[config.mk]
export PLATFORM = sky130hd
export DESIGN_NAME = alu_unit
export DESIGN_NICKNAME = d
export VERILOG_FILES = /design/src/tomasulo_pkg.sv /design/src/alu_unit.sv
export SDC_FILE = /design/constraint.sdc
export NUM_CORES = 1
export LEC_CHECK = 0
export BUFFER_PORTS_ARGS = -buffer_cell sky130_fd_sc_hd__buf_2
export CORE_ASPECT_RATIO = 1.1
export CORE_UTILIZATION = 46
export DETAILED_ROUTE_END_ITERATION = 12
export MAX_ROUTING_LAYER = met4
export PLACE_DENSITY = 0.72
export SYNTH_ARGS = -nofsm -noshare
export SYNTH_HDL_FRONTEND = slang
export SYNTH_SLANG_ARGS = --single-unit
[constraint.sdc]
create_clock -name gsi -period 6.7 [get_ports gsi]
set_input_delay 0.335 -clock gsi [delete_from_list [all_inputs] [get_ports gsi]]
set_output_delay 0.335 -clock gsi [all_outputs]
set_load 0.01 [all_outputs]
[src/tomasulo_pkg.sv]
package tomasulo_pkg;

  localparam int tag_w     = 6;
  localparam int data_w    = 32;
  localparam int arch_regs = 16;
  localparam int free_w    = 5;   // Enough for 0 to 16 free entries

  typedef logic [tag_w-1:0] tag_t;
  typedef logic [3:0]       reg_idx_t;

  typedef enum logic [2:0] {
    op_add = 3'd0,
    op_sub = 3'd1,
    op_and = 3'd2,
    op_xor = 3'd3,
    op_mul = 3'd4
  } opcode_e;

  typedef enum logic {
    st_alu = 1'b0,
    st_mul = 1'b1
  } station_e;

  typedef struct packed {
    logic     valid;
    opcode_e  opcode;
    reg_idx_t rd;
    reg_idx_t rs1;
    reg_idx_t rs2;
  } issue_slot_t;

  // Source operand as held in a station entry
  typedef struct packed {
    logic [data_w-1:0] value;
    tag_t              tag;     // Producer tag while not ready
    logic              ready;
  } operand_t;

  typedef struct packed {
    opcode_e  opcode;
    tag_t     tag;
    reg_idx_t rd;
    operand_t a;
    operand_t b;
  } rs_entry_t;

  // Both slots of one issue cycle, slot 0 older
  typedef struct packed {
    logic [1:0]      valid;
    rs_entry_t [1:0] entry;
  } rs_insert_t;

  typedef struct packed {
    logic              valid;
    opcode_e           opcode;
    tag_t              tag;
    reg_idx_t          rd;
    logic [data_w-1:0] operand_a;
    logic [data_w-1:0] operand_b;
  } dispatch_t;

  typedef struct packed {
    logic              valid;
    tag_t              tag;
    reg_idx_t          rd;
    logic [data_w-1:0] value;
  } cdb_t;

  function automatic station_e station_of(opcode_e op);
    return (op == op_mul) ? st_mul : st_alu;
  endfunction

endpackage
[src/alu_unit.sv]
`timescale 1ns/1ns

module alu_unit #(
  parameter int XLEN = 32
) (
  input  logic                      gsi,
  input  logic                      rst_n,
  input  tomasulo_pkg::dispatch_t   dispatch,
  output tomasulo_pkg::cdb_t        cdb
);

  logic [XLEN-1:0]          a;
  logic [XLEN-1:0]          b;
  logic [XLEN-1:0]          result;
  logic                     lane_valid;
  tomasulo_pkg::tag_t       lane_tag;
  tomasulo_pkg::reg_idx_t   lane_rd;
  logic [XLEN-1:0]          lane_value;

  assign a = dispatch.operand_a;
  assign b = dispatch.operand_b;

  always_comb begin
    case (dispatch.opcode)
      tomasulo_pkg::op_add: result = a + b;
      tomasulo_pkg::op_sub: result = a - b;
      tomasulo_pkg::op_and: result = a & b;
      tomasulo_pkg::op_xor: result = a ^ b;
      default:              result = '0;
    endcase
  end

  always_ff @(posedge gsi) begin
    if (!rst_n) begin
      lane_valid <= 1'b0;
    end else begin
      lane_valid <= dispatch.valid && dispatch.opcode != tomasulo_pkg::op_mul;
    end
  end

  always_ff @(posedge gsi) begin
    lane_tag   <= dispatch.tag;
    lane_rd    <= dispatch.rd;
    lane_value <= result;
  end

  assign cdb = '{valid: lane_valid, tag: lane_tag, rd: lane_rd, value: lane_value};

endmodule

==> flow_summary.ini <==
[yosys]
syn_nets = 673
ys_seq_elements = 43
synth_warnings = 0
synth_commonest_cells = ha_1 (64), a21oi_1 (47), nor2_1 (44), dfxtp_1 (43), nand2_1 (33)
synth_area_per_cell_sq_um = 8.33
synth_cell_types = 72
synth_cells = 528
synth_top_area_cell = dfxtp_1
synth_top_flop_cell = dfxtp_1
synth_enable_flop_cells = 0
synth_most_common_cell = ha_1
async_flop_share_pct = 0
yosysSeqAreaShare_pct = 19.6
synth_top_cell_area_share_pct = 19.6
yosys-top-cells-area = dfxtp_1 (20%), ha_1 (18%), mux2i_1 (6.6%)
syn_area_sq_um = 4400

[layout]
finalNetCount = 782
final_cells = 755
finalInstanceArea_sq_um = 5170
area_delta_synth_final_pct = 17.5
drive_above_1_share_pct = 24.8
utilization_pct = 55.6
antenna_cells = 0
n_fill_cell = 919

[sta]
worst_slack_ns = 2.27
setup_tns_ns = 0
hold_viol = 0
max_freq_mhz = 226
fin_crit_sh_pct = 66.1
max-slew-margin-rel_pct = 43.4
whs_ns = 0.124
tightest_slew_ns = 0.847
period_needed_ns = 4.43
setup-violations-final = 0
rsz0062_at_grt = false
drv_slew = 0

[power]
power_mw = 0.889
power.leakage_nw = 2.51
vdd_drop_max_v = 0.0000942
powerDensity_nw_per_um2 = 172

[setup_path]
critPathKind = in -> reg
crit_family = simple AND/OR/NAND/NOR gates
worstPathRequired_ns = 6.90
end_kind = flop
slowest_delay_ns = 0.73
cp_num_buf_inv = 1
cp_cell_sequence = buf_2 -> nor2_1 -> nand2_1 -> nand2_1 -> o21ai_0 -> fa_1 -> nand2b_1 -> a21oi_2 -> o21a_2 -> o2111a_2 -> nor2_2 -> o41a_1 -> o211ai_1 -> o211ai_2
worstPathMaxFanout = 31
cp.arrival_ns = 4.63
cp-start-kind = input port
slowest_stage = nor2_1
cpMostUsedCell = nand2_1
cp-startpoint = dispatch[75]

[outcome]
outcome = finished clean

[detailed_routing]
drtIter0Drc = 201
ant_nets = 0
wl_per_cell_um = 17.1
remaining_drc_errors = 0
first_pass_iters = 5
via_per_inst = 5.88
drt_wl_total_um = 12900
dr_total_vias = 4438

[hold_path]
hold_start = dispatch[66]
holdCritPathClass = in -> reg
worstHoldEndpoint = lane_rd[2]$_DFF_P_
hold_depth = 1

[cts]
path_clk_slew_ns = 0.10
cts_made_buffers = 5
cts_resized = 0
hold_buffers = 0
clockBufferDepth = 2
root_buffer = clkbuf_8
cts_sinks = 43
tritoncts = built
cts-htree-levels = 2
post_cts_buffers = 0

[place]
dp_slack_ns = 2.03
dpl-instance-area_sq_um = 5080
dp_cells = 747
gp_congestion = 0.937
io_buffers = 122
place_hpwl_um = 10200

[floorplanning]
die_h_um = 105
initial_core_util_pct = 47.3
die_area_sq_um = 9960
core_area_sq_um = 9310
die_width_um = 95.3
rows = 37
io_pins = 123

[global_routing]
antenna_found_initial = 0
overflow = 0
grt_usage_pct = 27.0
grt_max_degree = 32
grt_pass1_vias = 4362
grt_first_pass_wirelength_um = 20700

[flow_run]
drv_cap = 0
[layout by cell type, fill, tap and decap left out, types with 4 or more instances in the layout]
cell type and count:
dfxtp_1 43, mux2i_1 29, a21oi_1 47, xnor2_1 23, clkbuf_8 5, nor2b_1 4
nand2_1 33, or3_1 5, o21bai_1 8, and3_1 6, a21o_1 18, o2111ai_1 4
o21a_1 5, inv_1 16, ha_1 64, nand4_1 10, nor3_1 10, xor2_1 21
nand2b_1 7, a211oi_1 14, o21ai_0 15, nand3_1 6, nor2_1 44, o22ai_1 5
buf_2 122
[state kept, by name (all words and copies together), names as in the netlist]
| name | cells |
|---|---|
| lane_rd | 4 |
| lane_tag | 6 |
| lane_valid | 1 |
| lane_value | 32 |
[area by class of cell]
| type | count | area (sq um) | area share [%] |
|---|---|---|---|
| well taps | 117 | 146 | 2.83 |
| inverters | 17 | 63.8 | 1.23 |
| clock buffers | 5 | 68.8 | 1.33 |
| flip-flops and latches | 43 | 861 | 16.6 |
| repair buffers | 123 | 618 | 12.0 |
| clock inverters | 3 | 23.8 | 0.460 |
| multi-input cells | 447 | 3390 | 65.5 |
[worst max path at each step]
stage	end	slack, ns	depth (start not counted)
after global routing	lane_value[28]$_DFF_P_	1.96	14
after detailed placement	lane_value[28]$_DFF_P_	2.03	14
after CTS	lane_value[28]$_DFF_P_	2.36	14
final	lane_value[28]$_DFF_P_	2.27	14
after floorplan	lane_value[31]$_DFF_P_	3.05	16
after global placement	lane_value[30]$_DFF_P_	2.26	14
[routing by layer]
| metal | share of wire, % | track usage (%) | vias to the layer above |
|---|---|---|---|
| met1 | 43 | 31.6 | 2059 |
| met2 | 48 | 46.2 | 153 |
| li1 | - | - | 2194 |
| met4 | 3.1 | 10.2 | 0 |
| met3 | 5.6 | 3.57 | 32 |
| met5 | 0 | - | - |
[kinds of logic after synthesis]
logic type,synth area share [%]
XOR/XNOR,9.13
multiplexers,7.11
buffers and inverters,3.41
flip-flops,19.6
AO/OA/AOI/OAI,24.6
AND/OR/NAND/NOR,17.5
adder cells (fa/ha/maj),18.7
[power by group]
| part | total (mW) | switching (mW) | internal, mW |
|---|---|---|---|
| logic | 0.413 | 0.239 | 0.174 |
| clock network | 0.185 | 0.110 | 0.0748 |
| registers | 0.290 | 0.00677 | 0.284 |
| total | 0.889 | 0.356 | 0.533 |
No activity file was read; power rests on OpenSTA's default activity.
