$ cat src/tomasulo_pkg.sv
package tomasulo_pkg;

  localparam int tag_w     = 6;
  localparam int data_w    = 32;
  localparam int arch_regs = 16;
  localparam int free_w    = 5;   // Enough for 0 to 16 free entries

  typedef logic [tag_w-1:0] tag_t;
  typedef logic [3:0]       reg_idx_t;

  typedef enum logic [2:0] {
    op_add = 3'd0,
    op_sub = 3'd1,
    op_and = 3'd2,
    op_xor = 3'd3,
    op_mul = 3'd4
  } opcode_e;

  typedef enum logic {
    st_alu = 1'b0,
    st_mul = 1'b1
  } station_e;

  typedef struct packed {
    logic     valid;
    opcode_e  opcode;
    reg_idx_t rd;
    reg_idx_t rs1;
    reg_idx_t rs2;
  } issue_slot_t;

  // Source operand as held in a station entry
  typedef struct packed {
    logic [data_w-1:0] value;
    tag_t              tag;     // Producer tag while not ready
    logic              ready;
  } operand_t;

  typedef struct packed {
    opcode_e  opcode;
    tag_t     tag;
    reg_idx_t rd;
    operand_t a;
    operand_t b;
  } rs_entry_t;

  // Both slots of one issue cycle, slot 0 older
  typedef struct packed {
    logic [1:0]      valid;
    rs_entry_t [1:0] entry;
  } rs_insert_t;

  typedef struct packed {
    logic              valid;
    opcode_e           opcode;
    tag_t              tag;
    reg_idx_t          rd;
    logic [data_w-1:0] operand_a;
    logic [data_w-1:0] operand_b;
  } dispatch_t;

  typedef struct packed {
    logic              valid;
    tag_t              tag;
    reg_idx_t          rd;
    logic [data_w-1:0] value;
  } cdb_t;

  function automatic station_e station_of(opcode_e op);
    return (op == op_mul) ? st_mul : st_alu;
  endfunction

endpackage
$ cat src/mul_unit.sv
`timescale 1ns/1ns

module mul_unit #(
  parameter int XLEN = 32
) (
  input  logic                      gsi,
  input  logic                      rst_n,
  input  tomasulo_pkg::dispatch_t   dispatch,
  output tomasulo_pkg::cdb_t        cdb
);

  localparam int half = XLEN / 2;

  logic [half-1:0]          a_lo;
  logic [half-1:0]          a_hi;
  logic [half-1:0]          b_lo;
  logic [XLEN-1:0]          b;
  logic                     s1_valid;
  tomasulo_pkg::tag_t       s1_tag;
  tomasulo_pkg::reg_idx_t   s1_rd;
  logic [XLEN-1:0]          s1_p_lo;   // a_lo * b
  logic [half-1:0]          s1_p_hi;   // a_hi * b_lo, upper bits fall off
  logic                     s2_valid;
  tomasulo_pkg::tag_t       s2_tag;
  tomasulo_pkg::reg_idx_t   s2_rd;
  logic [XLEN-1:0]          s2_value;

  assign a_lo = dispatch.operand_a[half-1:0];
  assign a_hi = dispatch.operand_a[XLEN-1:half];
  assign b    = dispatch.operand_b;
  assign b_lo = b[half-1:0];

  always_ff @(posedge gsi) begin
    if (!rst_n) begin
      s1_valid <= 1'b0;
      s2_valid <= 1'b0;
    end else begin
      s1_valid <= dispatch.valid && dispatch.opcode == tomasulo_pkg::op_mul;
      s2_valid <= s1_valid;
    end
  end

  always_ff @(posedge gsi) begin
    s1_tag   <= dispatch.tag;
    s1_rd    <= dispatch.rd;
    s1_p_lo  <= XLEN'(a_lo * b);
    s1_p_hi  <= half'(a_hi * b_lo);
    s2_tag   <= s1_tag;
    s2_rd    <= s1_rd;
    s2_value <= s1_p_lo + {s1_p_hi, {half{1'b0}}};   // Low XLEN bits of the product
  end

  assign cdb = '{valid: s2_valid, tag: s2_tag, rd: s2_rd, value: s2_value};

  // Every operation the station hands over must be a multiply
  a_mul_origin: assert property (@(posedge gsi) disable iff (!rst_n)
    dispatch.valid |-> dispatch.opcode == tomasulo_pkg::op_mul);

endmodule

$ cat config.mk
export PLATFORM = sky130hd
export DESIGN_NAME = mul_unit
export DESIGN_NICKNAME = d
export VERILOG_FILES = /design/src/tomasulo_pkg.sv /design/src/mul_unit.sv
export SDC_FILE = /design/constraint.sdc
export NUM_CORES = 1
export LEC_CHECK = 0
export CAP_MARGIN = 5
export CORE_UTILIZATION = 30
export DETAILED_ROUTE_END_ITERATION = 10
export DONT_BUFFER_PORTS = 1
export GPL_ROUTABILITY_DRIVEN = 0
export GPL_TIMING_DRIVEN = 0
export MAX_ROUTING_LAYER = met4
export SYNTH_ARGS = -nofsm -noshare
export SYNTH_HDL_FRONTEND = slang
export SYNTH_SLANG_ARGS = --single-unit
$ cat constraint.sdc
create_clock -name gsi -period 8.3 [get_ports gsi]
set_input_delay 1.245 -clock gsi [delete_from_list [all_inputs] [get_ports gsi]]
set_output_delay 1.245 -clock gsi [all_outputs]
set_load 0.005 [all_outputs]
==> impl_metrics.json, run 1 <==
{
  "worst_slack_ps": 382,
  "htreeDepth": 3,
  "overflow": 0,
  "outcome": "complete, no violations",
  "dr.pass1.iters": 5,
  "postSynthAreaPerCell_um2": 9.02,
  "clockBufferDepth": 2,
  "clk_latency_ps": 370,
  "ys_seq_area_share_pct": 11.2,
  "hold_buffers": 0,
  "postRouteAntennaNets": 0,
  "netlist_instances": 2014,
  "worst_path_most_repeated_cell": "fa_1",
  "wl_per_cell_um": 18.4,
  "max_freq_mhz": 126,
  "path_clk_slew_ps": 80,
  "critical-path-max-stage-delay_ps": 630,
  "endpoint_kind": "register",
  "via_per_inst": 4.66,
  "drt-initial-drc-count": 907,
  "wirelength_um": 51700,
  "ys_seq_elements": 102,
  "grt_first_pass_wirelength_um": 80800,
  "initial_utilization_pct": 30.5,
  "ys.flop_type": "dfxtp_1",
  "hold_viol": 0,
  "seq_area_um2": 2040,
  "crit_buf_inv": 5,
  "cts_tree": "built",
  "slew_violations": 0,
  "layout_common_cells": "inv_1 (463), fa_1 (385), nand2_1 (339), and2_1 (213), ha_1 (129)",
  "dp_slack_ps": 98.2,
  "finalNetCount": 2619,
  "dieArea_um2": 61500,
  "drive_gt1_share_pct": 1.48,
  "via_count": 13100,
  "grt_max_degree": 20,
  "io_pins": 123,
  "start_kind": "input port",
  "cts_setup_buffers": 0,
  "hpwl_um": 43500,
  "netlist_area_um2": 18200,
  "final_common_cell": "inv_1",
  "fp.dieW_um": 248,
  "worst_ep_required_time_ps": 8500,
  "slew_headroom_pct": 39.6,
  "io_buffer_count": 0,
  "cts_num_sinks": 102,
  "worst_pin_slew_ps": 906,
  "drv_cap": 0,
  "timing.setup.tns_ps": 0,
  "synth_edf_count": 0,
  "ys_warn_count": 0,
  "finalCritPeriodShare_pct": 95.4,
  "synth_nets": 2608,
  "core-area_um2": 59500,
  "crit_type": "in2reg",
  "reg2reg_slack_ps": 5830,
  "arrival_ps": 8120,
  "cp_top_family": "adder cells",
  "area_growth_syn_to_layout_pct": 6.96,
  "synth-async-reset-ratio_pct": 0,
  "multi_input_area_um2": 14100,
  "period_needed_ps": 7920,
  "synth_cell_types": 54,
  "nFillCells": 6165,
  "path_max_fanout": 10,
  "postCtsResizedCells": 0,
  "cp_cell_sequence": "clkbuf_1 -> clkbuf_1 -> nand2_1 -> fa_1 -> fa_1 -> fa_1 -> inv_1 -> fa_1 -> fa_1 -> inv_1 -> fa_1 -> inv_1 -> ha_1 -> and2_1 -> a21o_1 -> a21oi_1 -> o211ai_2 -> a221o_2 -> nand4b_2 -> a31oi_1 -> xnor2_1",
  "die_y_um": 248,
  "drc": 0,
  "slowest_stage": "clkbuf_1",
  "hold_class": "reg2reg",
  "cts_root_buf": "clkbuf_16",
  "numCtsBuffers": 9,
  "grt.total_usage_pct": 18.0,
  "grt_pass1_vias": 14300,
  "antenna_found_initial": 2,
  "skew_ps": 13.7,
  "std_cell_rows": 89,
  "finalSetupViolCount": 0,
  "grt_setup_unrepaired": "no"
}
worst reg2reg max path, delay by kind of cell, from the launching register on:
family                   cells  cell delay (ps)
AO/OA/AOI/OAI                6             1140
adder cells (fa/ha/maj)      2              560
flip-flops                   1              320
AND/OR/NAND/NOR              2              240
buffers and inverters        1               60
layer usage:
| metal | GRT usage (%) | vias to the layer above | routed length [um] |
|---|---|---|---|
| li1 | - | 5874 | - |
| met2 | 30.3 | 498 | 25500 |
| met3 | 3.91 | 114 | 3900 |
| met1 | 20.5 | 6592 | 20000 |
| met4 | 8.26 | 0 | 2360 |
| met5 | - | - | 0 |
registers in the layout, summed over array words and instances (netlist names):
signal,cells
s1_p_hi,16
s1_p_lo,32
s1_rd,4
s1_tag,6
s1_valid,1
s2_rd,4
s2_tag,6
s2_valid,1
s2_value,32
through the flow:
| step | instances | util, % | area (um^2) | hold WS (ps) |
|---|---|---|---|---|
| final | 2806 | 32.7 | 19400 | 316 |
| after global routing | 2805 | 32.7 | 19400 | 324 |
| after CTS | 2803 | 32.7 | 19400 | 314 |
| after detailed placement | 2787 | 32.2 | 19100 | 313 |
| after global placement | 2787 | 32.2 | 19100 | 310 |
| after floorplan | 2014 | - | 18200 | 310 |
final cells by class:
type	instances	share of cell area (%)
antenna	3	0.0386
buffer	86	1.68
clock buffer	9	1.16
clock inverter	7	0.335
inverter	463	8.94
multi-input combinational	1363	72.4
sequential	102	10.5
tap	773	4.98
path summary, 6_finish.rpt:
check	startpoint	to	depth (start not counted)
max reg2reg	s1_p_hi[0]$_DFF_P_	s2_value[30]$_DFF_P_	11
max	dispatch[12]	s1_p_lo[31]$_DFF_P_	21
min reg2reg	s1_p_lo[15]$_DFF_P_	s2_value[15]$_DFF_P_	0
min	s1_p_lo[15]$_DFF_P_	s2_value[15]$_DFF_P_	0
synthesized netlist by cell type, drive strengths merged, types with 13 or more instances:
| master | number | area (um^2) |
|---|---|---|
| clkbuf | 85 | 319 |
| xnor2 | 78 | 683 |
| fa | 385 | 7710 |
| nor2 | 27 | 101 |
| o21ai | 19 | 95.1 |
| nand2 | 339 | 1270 |
| a21o | 14 | 105 |
| and2 | 215 | 1350 |
| dfxtp | 102 | 2040 |
| o21a | 13 | 97.6 |
| ha | 129 | 1610 |
| a21oi | 34 | 174 |
| inv | 463 | 1740 |
| xor2 | 27 | 236 |
cells by family (layout without fill, tap and decap cells):
family | Yosys count | count (layout) | synth area share [%]
other | 0 | 3 | 0
AOI/OAI and AO/OA | 110 | 110 | 4.13
buffers and inverters | 549 | 565 | 11.4
adders and majority gates | 514 | 514 | 51.3
and+or+nand+nor | 634 | 634 | 16.9
DFF | 102 | 102 | 11.2
xor gates and xnor gates | 105 | 105 | 5.06
Power of run 1 is not shown: default switching activity piles up to over one toggle a cycle in this logic, so the estimate is an artifact.
==> inputs of run 2 (changes only) <==
--- a/config.mk
+++ b/config.mk
@@ -7,11 +7,13 @@
 export LEC_CHECK = 0
 export CAP_MARGIN = 5
 export CORE_UTILIZATION = 30
+export CTS_CLUSTER_DIAMETER = 80
 export DETAILED_ROUTE_END_ITERATION = 10
 export DONT_BUFFER_PORTS = 1
 export GPL_ROUTABILITY_DRIVEN = 0
 export GPL_TIMING_DRIVEN = 0
 export MAX_ROUTING_LAYER = met4
+export SETUP_SLACK_MARGIN = 0.4
 export SYNTH_ARGS = -nofsm -noshare
 export SYNTH_HDL_FRONTEND = slang
 export SYNTH_SLANG_ARGS = --single-unit
==> impl_metrics.json, run 2 (synthesis results as in run 1) <==
{
  "outcome": "complete, no violations",
  "htreeDepth": 3,
  "arrival_ps": 7920,
  "core-area_um2": 59500,
  "crit_type": "in2reg",
  "grt_setup_unrepaired": "no",
  "drv_cap": 0,
  "drt-initial-drc-count": 921,
  "period_needed_ps": 7720,
  "endpoint_kind": "register",
  "io_buffer_count": 0,
  "hold_viol": 0,
  "area_growth_syn_to_layout_pct": 7.01,
  "nFillCells": 6165,
  "worst_path_most_repeated_cell": "fa_1",
  "finalSetupViolCount": 0,
  "wl_per_cell_um": 18.4,
  "finalNetCount": 2619,
  "drc": 0,
  "die_y_um": 248,
  "top_layer": "met4",
  "critical-path-max-stage-delay_ps": 640,
  "layout_common_cells": "inv_1 (463), fa_1 (385), nand2_1 (339), and2_1 (213), ha_1 (129)",
  "fp.dieW_um": 248,
  "wirelength_um": 51700,
  "drt-met1-wl_um": 20100,
  "hold_buffers": 0,
  "timing.setup.tns_ps": 0,
  "worst_ep_required_time_ps": 8500,
  "cp-endpoint": "s1_p_lo[31]$_DFF_P_",
  "cts_root_buf": "clkbuf_16",
  "io_pins": 123,
  "final_common_cell": "inv_1",
  "r2r_cells": 11,
  "grt_first_pass_wirelength_um": 80800,
  "via_per_inst": 4.66,
  "initial_utilization_pct": 30.5,
  "dr_wl_met2_um": 25500,
  "reg_top3": "s1_p_lo x32, s2_value x32, s1_p_hi x16",
  "hpwl_um": 43500,
  "reg2reg_slack_ps": 5830,
  "finalCritPeriodShare_pct": 93.0,
  "worstReg2RegEnd": "s2_value[30]$_DFF_P_",
  "dr.pass1.iters": 5,
  "cp_cell_sequence": "clkdlybuf4s15_1 -> clkbuf_2 -> nand2_1 -> fa_1 -> fa_1 -> fa_1 -> inv_1 -> fa_1 -> fa_1 -> inv_1 -> fa_1 -> inv_1 -> ha_1 -> and2_1 -> a21o_1 -> a21oi_1 -> o211ai_2 -> a221o_2 -> nand4b_2 -> a31oi_1 -> xnor2_1",
  "path_max_fanout": 10,
  "slowest_stage": "clkdlybuf4s15_1",
  "via_count": 13100,
  "dieArea_um2": 61500,
  "worst_pin_slew_ps": 903,
  "antenna_found_initial": 2,
  "skew_ps": 13.5,
  "timing.rr.start": "s1_p_hi[0]$_DFF_P_",
  "clk_latency_ps": 370,
  "cts_setup_buffers": 0,
  "wl_met3_um": 3680,
  "path_clk_slew_ps": 80,
  "max_freq_mhz": 130,
  "start_kind": "input port",
  "hold_class": "reg2reg",
  "std_cell_rows": 89,
  "slew_violations": 0,
  "grt.total_usage_pct": 18.0,
  "cts_tree": "built",
  "hold_depth": 0,
  "postRouteAntennaNets": 0,
  "overflow": 0,
  "cts_num_sinks": 102,
  "drive_gt1_share_pct": 1.58,
  "clockBufferDepth": 2,
  "numCtsBuffers": 9,
  "slew_headroom_pct": 39.8,
  "worstSetupStartpoint": "dispatch[12]",
  "grt_pass1_vias": 14300,
  "grt_max_degree": 20
}
## run 2: final cells by class
type                       count  area, um^2  area share (%)
antenna                        3        7.51          0.0386
buffer                        86         335            1.72
clock buffer                   9         225            1.16
clock inverter                 7        65.1           0.335
inverter                     463        1740            8.94
multi-input combinational   1363       14100            72.3
sequential                   102        2040            10.5
tap                          773         967            4.98
## run 2: per-stage QoR
stage	hold WS [ps]	worst slack [ps]	utilization, %	cells	area, um^2
after floorplan	310	1590	-	2014	18200
after global routing	324	437	32.7	2805	19400
after CTS	314	453	32.7	2803	19400
final	316	585	32.7	2806	19400
after detailed placement	313	98.2	32.2	2787	19100
after global placement	310	127	32.2	2787	19100
## run 2: worst max-delay path, delay by kind of cell
family	cells	cell delay (ps)
fa+ha+maj	7	3360
buf+inv	5	1210
simple gates	3	430
compound gates	5	1180
xor+xnor	1	450
## run 2: what timing repair did
action	CTS	global route
endpoints found under the setup margin	0	3
endpoints found under the hold margin	0	0
gates resized for setup	0	6
## run 2: layer usage
layer / GRT usage [%] / vias up
li1: - / 5876
met1: 20.5 / 6609
met2: 30.3 / 472
met3: 3.91 / 111
met4: 8.26 / 0
met5: - / -
## run 2: how the worst min path moves through the flow
| stage | startpoint | endpoint | slack (ps) |
|---|---|---|---|
| floorplan | s1_rd[0]$_DFF_P_ | s2_rd[0]$_DFF_P_ | 310 |
| global placement | s1_tag[1]$_DFF_P_ | s2_tag[1]$_DFF_P_ | 310 |
| detailed placement | s1_rd[3]$_DFF_P_ | s2_rd[3]$_DFF_P_ | 310 |
| CTS | s1_p_lo[15]$_DFF_P_ | s2_value[15]$_DFF_P_ | 310 |
| global route | s1_p_lo[8]$_DFF_P_ | s2_value[8]$_DFF_P_ | 320 |
| finish | s1_p_lo[15]$_DFF_P_ | s2_value[15]$_DFF_P_ | 320 |
Power of run 2 is left out for the same reason.
